## src/hw/fifo_demo_pkg.sv

```systemverilog
// Shared widths, types, pattern table and display signs for the FIFO demo; imported by each block

package fifo_demo_pkg;

    //------------------------------------------------------------
    // sizes

    localparam fifo_width    = 4;
    localparam fifo_depth    = 5;
    localparam w_digit       = 4;

    // each digit stays lit for 2 ** scan_div_bits clock cycles
    localparam scan_div_bits = 4;

    //------------------------------------------------------------
    // vector types

    typedef logic [fifo_width - 1:0] nibble_t;
    typedef logic [2:0]              ptr_t;
    typedef logic [2:0]              count_t;

    // segments abcdefgh, a in bit 7, active high
    typedef logic [7:0]              seg_t;

    // one-hot digit select, bit 0 is the rightmost digit
    typedef logic [w_digit - 1:0]    digit_t;

    //------------------------------------------------------------
    // FIFO status, exported with the pointers for debugging

    typedef struct packed
    {
        logic empty;
        logic full;
        ptr_t wr_ptr;
        ptr_t rd_ptr;
    } fifo_status_t;

    // display scan order, rightmost digit first
    typedef enum logic [1:0]
    {
        scan_read,
        scan_rd_ptr,
        scan_wr_ptr,
        scan_write
    } scan_state_e;

    //------------------------------------------------------------
    // constants

    localparam nibble_t pattern_table [0:15] = '{
        4'h2, 4'h6, 4'hd, 4'hb, 4'h7, 4'he, 4'hc, 4'h4,
        4'h1, 4'h0, 4'h9, 4'ha, 4'hf, 4'h5, 4'h8, 4'h3
    };

    // bottom bar for empty, top bar for full
    localparam seg_t sign_empty = 8'b0001_0000;
    localparam seg_t sign_full  = 8'b1000_0000;

endpackage

```

## src/hw/pattern_source.sv

```systemverilog
// Producer for the FIFO demo; pushes table values while the push key is held and the FIFO is not full

`timescale 1ns/10ps

module pattern_source
    import fifo_demo_pkg::*;
(
    input  logic    clk,
    input  logic    arst_n,

    // push key, active high
    input  logic    push_key,

    // from the buffer status
    input  logic    full,

    output logic    push,
    output nibble_t write_data
);

    //------------------------------------------------------------
    // push gating

    // never push into a full FIFO, even when a pop happens
    // in the same cycle
    assign push = push_key & ~full;

    //------------------------------------------------------------
    // pattern index

    logic [3:0] index;

    // wraps after the last of the sixteen table entries
    always_ff @(posedge clk or negedge arst_n)
    begin
        if (!arst_n)
        begin
            index <= '0;
        end
        else if (push)
        begin
            index <= index + 1'b1;
        end
    end

    //------------------------------------------------------------
    // table lookup

    // the next value to push is visible before the push edge
    assign write_data = pattern_table[index];

endmodule

```

## src/hw/ff_fifo.sv

```systemverilog
// Flip-flop FIFO with an occupancy counter and show-ahead read; push and pop are trusted strobes

`timescale 1ns/10ps

module ff_fifo
    import fifo_demo_pkg::*;
(
    input  logic         clk,
    input  logic         arst_n,

    input  logic         push,
    input  logic         pop,

    input  nibble_t      write_data,
    output nibble_t      read_data,

    // registered flags plus both pointers
    output fifo_status_t status
);

    //------------------------------------------------------------
    // storage

    nibble_t data [0:fifo_depth - 1];

    // status holds the live pointers, no separate copies
    ptr_t    wr_ptr;
    ptr_t    rd_ptr;
    count_t  cnt;
    count_t  cnt_next;

    assign wr_ptr = status.wr_ptr;
    assign rd_ptr = status.rd_ptr;

    // depth is not a power of two so the pointer wraps explicitly
    function automatic ptr_t ptr_inc(input ptr_t p);
        if (p == ptr_t'(fifo_depth - 1))
            return '0;
        else
            return p + 1'b1;
    endfunction

    always_ff @(posedge clk)
    begin
        if (push)
        begin
            data[wr_ptr] <= write_data;
        end
    end

    // show-ahead, the head entry is always on read_data
    assign read_data = data[rd_ptr];

    //------------------------------------------------------------
    // occupancy

    always_comb
    begin
        cnt_next = cnt;

        if (push & ~pop)
            cnt_next = cnt + 1'b1;
        else if (pop & ~push)
            cnt_next = cnt - 1'b1;
    end

    always_ff @(posedge clk or negedge arst_n)
    begin
        if (!arst_n)
        begin
            cnt <= '0;
        end
        else
        begin
            cnt <= cnt_next;
        end
    end

    //------------------------------------------------------------
    // pointers and flags

    // flags come from the next count so they line up with cnt
    always_ff @(posedge clk or negedge arst_n)
    begin
        if (!arst_n)
        begin
            status.empty  <= 1'b1;
            status.full   <= 1'b0;
            status.wr_ptr <= '0;
            status.rd_ptr <= '0;
        end
        else
        begin
            status.empty <= (cnt_next == '0);
            status.full  <= (cnt_next == count_t'(fifo_depth));

            if (push)
                status.wr_ptr <= ptr_inc(wr_ptr);

            if (pop)
                status.rd_ptr <= ptr_inc(rd_ptr);
        end
    end

endmodule

```

## src/hw/fifo_status_display.sv

```systemverilog
// Consumer for the FIFO demo; pops on the pop key and scans FIFO data and pointers onto four digits

`timescale 1ns/10ps

module fifo_status_display
    import fifo_demo_pkg::*;
(
    input  logic         clk,
    input  logic         arst_n,

    // pop key, active high
    input  logic         pop_key,

    input  fifo_status_t status,
    input  nibble_t      read_data,
    input  nibble_t      write_data,

    output logic         pop,

    output seg_t         abcdefgh,
    output digit_t       digit
);

    //------------------------------------------------------------
    // pop gating

    assign pop = pop_key & ~status.empty;

    //------------------------------------------------------------
    // scan divider and FSM

    logic [scan_div_bits - 1:0] scan_cnt;
    scan_state_e                state;
    scan_state_e                state_next;

    always_comb
    begin
        case (state)
            scan_read:   state_next = scan_rd_ptr;
            scan_rd_ptr: state_next = scan_wr_ptr;
            scan_wr_ptr: state_next = scan_write;
            default:     state_next = scan_read;
        endcase
    end

    // state moves on the last cycle of each divider period
    always_ff @(posedge clk or negedge arst_n)
    begin
        if (!arst_n)
        begin
            scan_cnt <= '0;
            state    <= scan_read;
        end
        else
        begin
            scan_cnt <= scan_cnt + 1'b1;

            if (scan_cnt == '1)
                state <= state_next;
        end
    end

    //------------------------------------------------------------
    // digit select and value

    nibble_t hex;

    always_comb
    begin
        case (state)
            scan_read:
            begin
                digit = 4'b0001;
                hex   = read_data;
            end
            scan_rd_ptr:
            begin
                digit = 4'b0010;
                hex   = nibble_t'(status.rd_ptr);
            end
            scan_wr_ptr:
            begin
                digit = 4'b0100;
                hex   = nibble_t'(status.wr_ptr);
            end
            default:
            begin
                digit = 4'b1000;
                hex   = write_data;
            end
        endcase
    end

    //------------------------------------------------------------
    // segment decode

    seg_t hex_seg;

    always_comb
    begin
        case (hex)
            4'h0:    hex_seg = 8'b1111_1100;
            4'h1:    hex_seg = 8'b0110_0000;
            4'h2:    hex_seg = 8'b1101_1010;
            4'h3:    hex_seg = 8'b1111_0010;
            4'h4:    hex_seg = 8'b0110_0110;
            4'h5:    hex_seg = 8'b1011_0110;
            4'h6:    hex_seg = 8'b1011_1110;
            4'h7:    hex_seg = 8'b1110_0000;
            4'h8:    hex_seg = 8'b1111_1110;
            4'h9:    hex_seg = 8'b1111_0110;
            4'ha:    hex_seg = 8'b1110_1110;
            4'hb:    hex_seg = 8'b0011_1110;
            4'hc:    hex_seg = 8'b1001_1100;
            4'hd:    hex_seg = 8'b0111_1010;
            4'he:    hex_seg = 8'b1001_1110;
            default: hex_seg = 8'b1000_1110;
        endcase
    end

    // empty hides the stale head entry, full hides the blocked value
    always_comb
    begin
        if (state == scan_read && status.empty)
            abcdefgh = sign_empty;
        else if (state == scan_write && status.full)
            abcdefgh = sign_full;
        else
            abcdefgh = hex_seg;
    end

endmodule

```

## src/hw/fifo_demo_top.sv

```systemverilog
// Board top level of the FIFO demo; wires producer, FIFO and display to keys and segment pins

`timescale 1ns/10ps

module fifo_demo_top
    import fifo_demo_pkg::*;
(
    input  logic       clk,
    input  logic       arst_n,

    // bit 1 pushes, bit 0 pops
    input  logic [1:0] key,

    // dynamic seven-segment display
    output seg_t       abcdefgh,
    output digit_t     digit
);

    //------------------------------------------------------------
    // block interconnect

    logic         push;
    logic         pop;
    nibble_t      write_data;
    nibble_t      read_data;
    fifo_status_t status;

    //------------------------------------------------------------
    // producer

    pattern_source u_pattern_source
    (
        .clk        (clk),
        .arst_n     (arst_n),
        .push_key   (key[1]),
        .full       (status.full),
        .push       (push),
        .write_data (write_data)
    );

    //------------------------------------------------------------
    // buffer

    ff_fifo u_ff_fifo
    (
        .clk        (clk),
        .arst_n     (arst_n),
        .push       (push),
        .pop        (pop),
        .write_data (write_data),
        .read_data  (read_data),
        .status     (status)
    );

    //------------------------------------------------------------
    // consumer

    fifo_status_display u_fifo_status_display
    (
        .clk        (clk),
        .arst_n     (arst_n),
        .pop_key    (key[0]),
        .status     (status),
        .read_data  (read_data),
        .write_data (write_data),
        .pop        (pop),
        .abcdefgh   (abcdefgh),
        .digit      (digit)
    );

endmodule

```

## config.mk

```make
export PLATFORM = sky130hd
export DESIGN_NAME = fifo_demo_top
export DESIGN_NICKNAME = d
export VERILOG_FILES = /design/src/hw/fifo_demo_pkg.sv /design/src/hw/pattern_source.sv /design/src/hw/ff_fifo.sv /design/src/hw/fifo_status_display.sv /design/src/hw/fifo_demo_top.sv
export SDC_FILE = /design/constraint.sdc
export NUM_CORES = 1
export LEC_CHECK = 0
export ABC_CLOCK_PERIOD_IN_PS = 3000
export BUFFER_PORTS_ARGS = -buffer_cell sky130_fd_sc_hd__buf_2
export CAP_MARGIN = 10
export CORE_MARGIN = 1.5
export CORE_UTILIZATION = 55
export CTS_BUF_LIST = sky130_fd_sc_hd__clkbuf_16
export CTS_CLUSTER_DIAMETER = 40
export DETAILED_ROUTE_END_ITERATION = 16
export PLACE_DENSITY = 0.76
export SYNTH_ARGS = -nofsm -noshare
export SYNTH_HDL_FRONTEND = slang
export SYNTH_HIERARCHICAL = 1
export SYNTH_SLANG_ARGS = --single-unit
```

## constraint.sdc

```tcl
create_clock -name clk -period 3 [get_ports clk]
set_input_delay 0.45 -clock clk [delete_from_list [all_inputs] [get_ports clk]]
set_output_delay 0.45 -clock clk [all_outputs]
set_load 0.1 [all_outputs]
```

==> impl_results.md <==
- Compound-gate portion of the synthesized area: 14.4%
- Dpl hpwl: 3870 um
- Mapped Cells: 231
- Fraction of layout cells with a size suffix above 1: 37.1%
- Commonest non-fill, non-tap cell in the layout: buf_4
- Status: finished with violations
- Placer congestion estimate: 0.776
- Critical path data arrival time: 2.89 ns
- Critical Path RT: 2.55 ns
- Final period util: 111%
- DIE WIDTH: 70.9 um
- Worst setup slack after layout: -0.343 ns
- Final hold violation count: 0
- Routed vias: 1918
- Mapped Nets: 261
- Top post-synthesis cells by area: edfxtp_1, dfrtp_1, ha_1
- Sequential fraction of the synthesis area: 44.5%
- Max Fanout on Critical Path: 4
- Worst-path clk slew: 0.06 ns
- Clock root cell: clkbuf_16
- Initial Util: 57.8%
- Clk Latency, worst-skew pair: 0.28 ns
- Main synth FF type: edfxtp_1
- Cell Area, Synth: 0.00253 mm^2
- CTS tree: done
- Initial DRC Count: 57
- DIE AREA: 0.00502 mm^2
- DRT antenna net count: 0
- Final min period: 3.34 ns
- Die Y: 70.9 um
- Synth Warn #: 6
- Critical path class: reg -> out
- CP Capture Type: output pin
- Post-Synth XOR/XNOR Area: 2.42%
- Port Buf Inserts: 14
- Area leader, netlist: edfxtp_1
- TritonCTS buffer count: 5
- Nets: 309
- Skew final: 0.00847 ns
- Worst Tran Pin Value: 0.655 ns
- Global route overflow: 0
- Largest net degree at the start of global routing: 22
- EDFF count, synth: 20
- Synth Register Bits: 41
- Clock tree sinks: 41
- Initial antenna violation count: 0
- Post-synthesis adder-cell area fraction: 12.8%
- Number of I/O pins: 16
- Clk buf depth: 2
- Total Routed Length: 5510 um
- Pre-antenna DRT Iters: 4
- GRT Util Overall: 23.9%
- Number of antenna diodes: 0
- Via density: 5.78
- Share of the synthesized area in the top cell type: 23.7%
- Syn_area_per_cell: 11.0 um^2
- CORE AREA: 0.00438 mm^2
- Placed cells: 317
- Routed length per instance: 16.6 um
- Fin. max-slew vios: 0
- Final std cells w/o fill: 332
- Hold_buf cts: 0
- Vias in the first global route: 1953
- H-tree levels: 2
- Hold Crit Class: in -> async
- Failing checks: negative setup slack
- Critical path launch point type: flip-flop
- Mux cell area share after synthesis: 7.36%
- Area delta synth->final: 34.9%
- Commonest non-fill, non-tap cells in the layout: buf_4, edfxtp_1, nand2_1, ha_1, dfrtp_1
- Number of max-cap violations: 0
- Pre-CTS setup slack: -0.146 ns
- # rows: 24
- Synth Area in Simple Gates: 13.0%
- Final setup violating endpoints: 7
- Fmax: 0.299 GHz
- DRC violations left: 0
- Count of cell types in the netlist: 54
- Ys async rst share: 51.2%
- Largest family of logic cells by synthesized area: compound AO/OA/AOI/OAI gates
- Slew HR: 56.0%
- First-pass GRT wire length: 9340 um
- RSZ-0062 raised after global routing: true
-- per-layer routing --
layer	vias up	wire length (um)	part of all wire [%]	track usage (%)
li1	930	-	-	-
met1	941	2360	43	30.4
met2	43	2930	53	42.0
met3	4	190	3.4	3.85
met4	0	38	0.69	7.13
met5	-	0	0	0
-- cell usage after synthesis, drive strengths merged (3+ instances only) --
cell and instances:
a211oi 5, a21oi 5, a221oi 4, and2 3
and3 4, and3b 3, buf 6, clkbuf 3
dfrtp 20, edfxtp 20, ha 26, inv 22
mux2 6, mux2i 7, nand2 19, nand3 6
nor2 6, nor2b 8, nor3 3, o211ai 5
o21ai 14, xnor2 6
-- final cells by class --
class | instances | area (um^2)
fillers | 255 | 967
repair buffers | 50 | 465
flip-flops and latches | 41 | 1130
clock inverters | 3 | 43.8
inverters | 22 | 85.1
clock buffers | 5 | 125
multi-input cells | 159 | 1500
well taps | 52 | 65.1
-- worst paths after layout --
path,from,end,slack [ns],cells after the start
min,arst_n,u_fifo_status_display/scan_cnt[2],0.12,1
min reg2reg,u_fifo_status_display/scan_cnt[0],u_fifo_status_display/scan_cnt[0],0.46,1
max,u_pattern_source/index[0],abcdefgh[4],-0.34,11
max reg2reg,u_pattern_source/index[0],u_ff_fifo/data[2][0],1.16,6
max in group asynchronous,arst_n,u_ff_fifo/rd_ptr[0],2.52,1
min in group clk,u_fifo_status_display/scan_cnt[0],u_fifo_status_display/scan_cnt[0],0.46,1
-- cell families after synthesis --
kind of cell / Yosys count
buffers and inverters: 31
muxes: 15
AOI/OAI and AO/OA: 49
xor gates and xnor gates: 7
DFF: 41
and+or+nand+nor: 61
other: 1
adders and majority gates: 26
-- critical path, cell delays in order (launching register included) --
cell and delay, ns:
dfrtp_1 0.36, inv_2 0.07, ha_2 0.18, or2_0 0.20, mux4_2 0.49, inv_2 0.07
mux2_4 0.19, buf_12 0.11, ha_4 0.19, mux2_4 0.26, o211ai_1 0.27, buf_12 0.22
-- per-stage QoR --
step | utilization (%) | cell area, um^2 | setup TNS (ns) | hold slack [ns]
floorplan | - | 2660 | -3.65 | 0.154
global placement | 69.9 | 3060 | -0.0696 | 0.425
detailed placement | 69.9 | 3060 | -0.218 | 0.427
CTS | 77.6 | 3400 | -1.34 | 0.132
global route | 77.9 | 3420 | -2.11 | 0.163
finish | 77.9 | 3420 | -1.47 | 0.116
-- flip-flops by register name, summed over array words and instances (netlist names) --
name,cells
u_fifo_status_display/scan_cnt,4
u_ff_fifo/data,20
u_pattern_source/index,4
u_ff_fifo/status,2
u_ff_fifo/rd_ptr,3
u_ff_fifo/cnt,3
u_fifo_status_display/state,2
u_ff_fifo/wr_ptr,3
-- what timing repair did --
| item | in CTS | in global routing |
|---|---|---|
| pin swaps | 10 | 1 |
| buffers inserted | 7 | 0 |
| setup endpoints to repair | 7 | 7 |
| resized for setup | 22 | 3 |
Power is not shown: default switching activity piles up to over one toggle a cycle in this logic, so the estimate is an artifact.
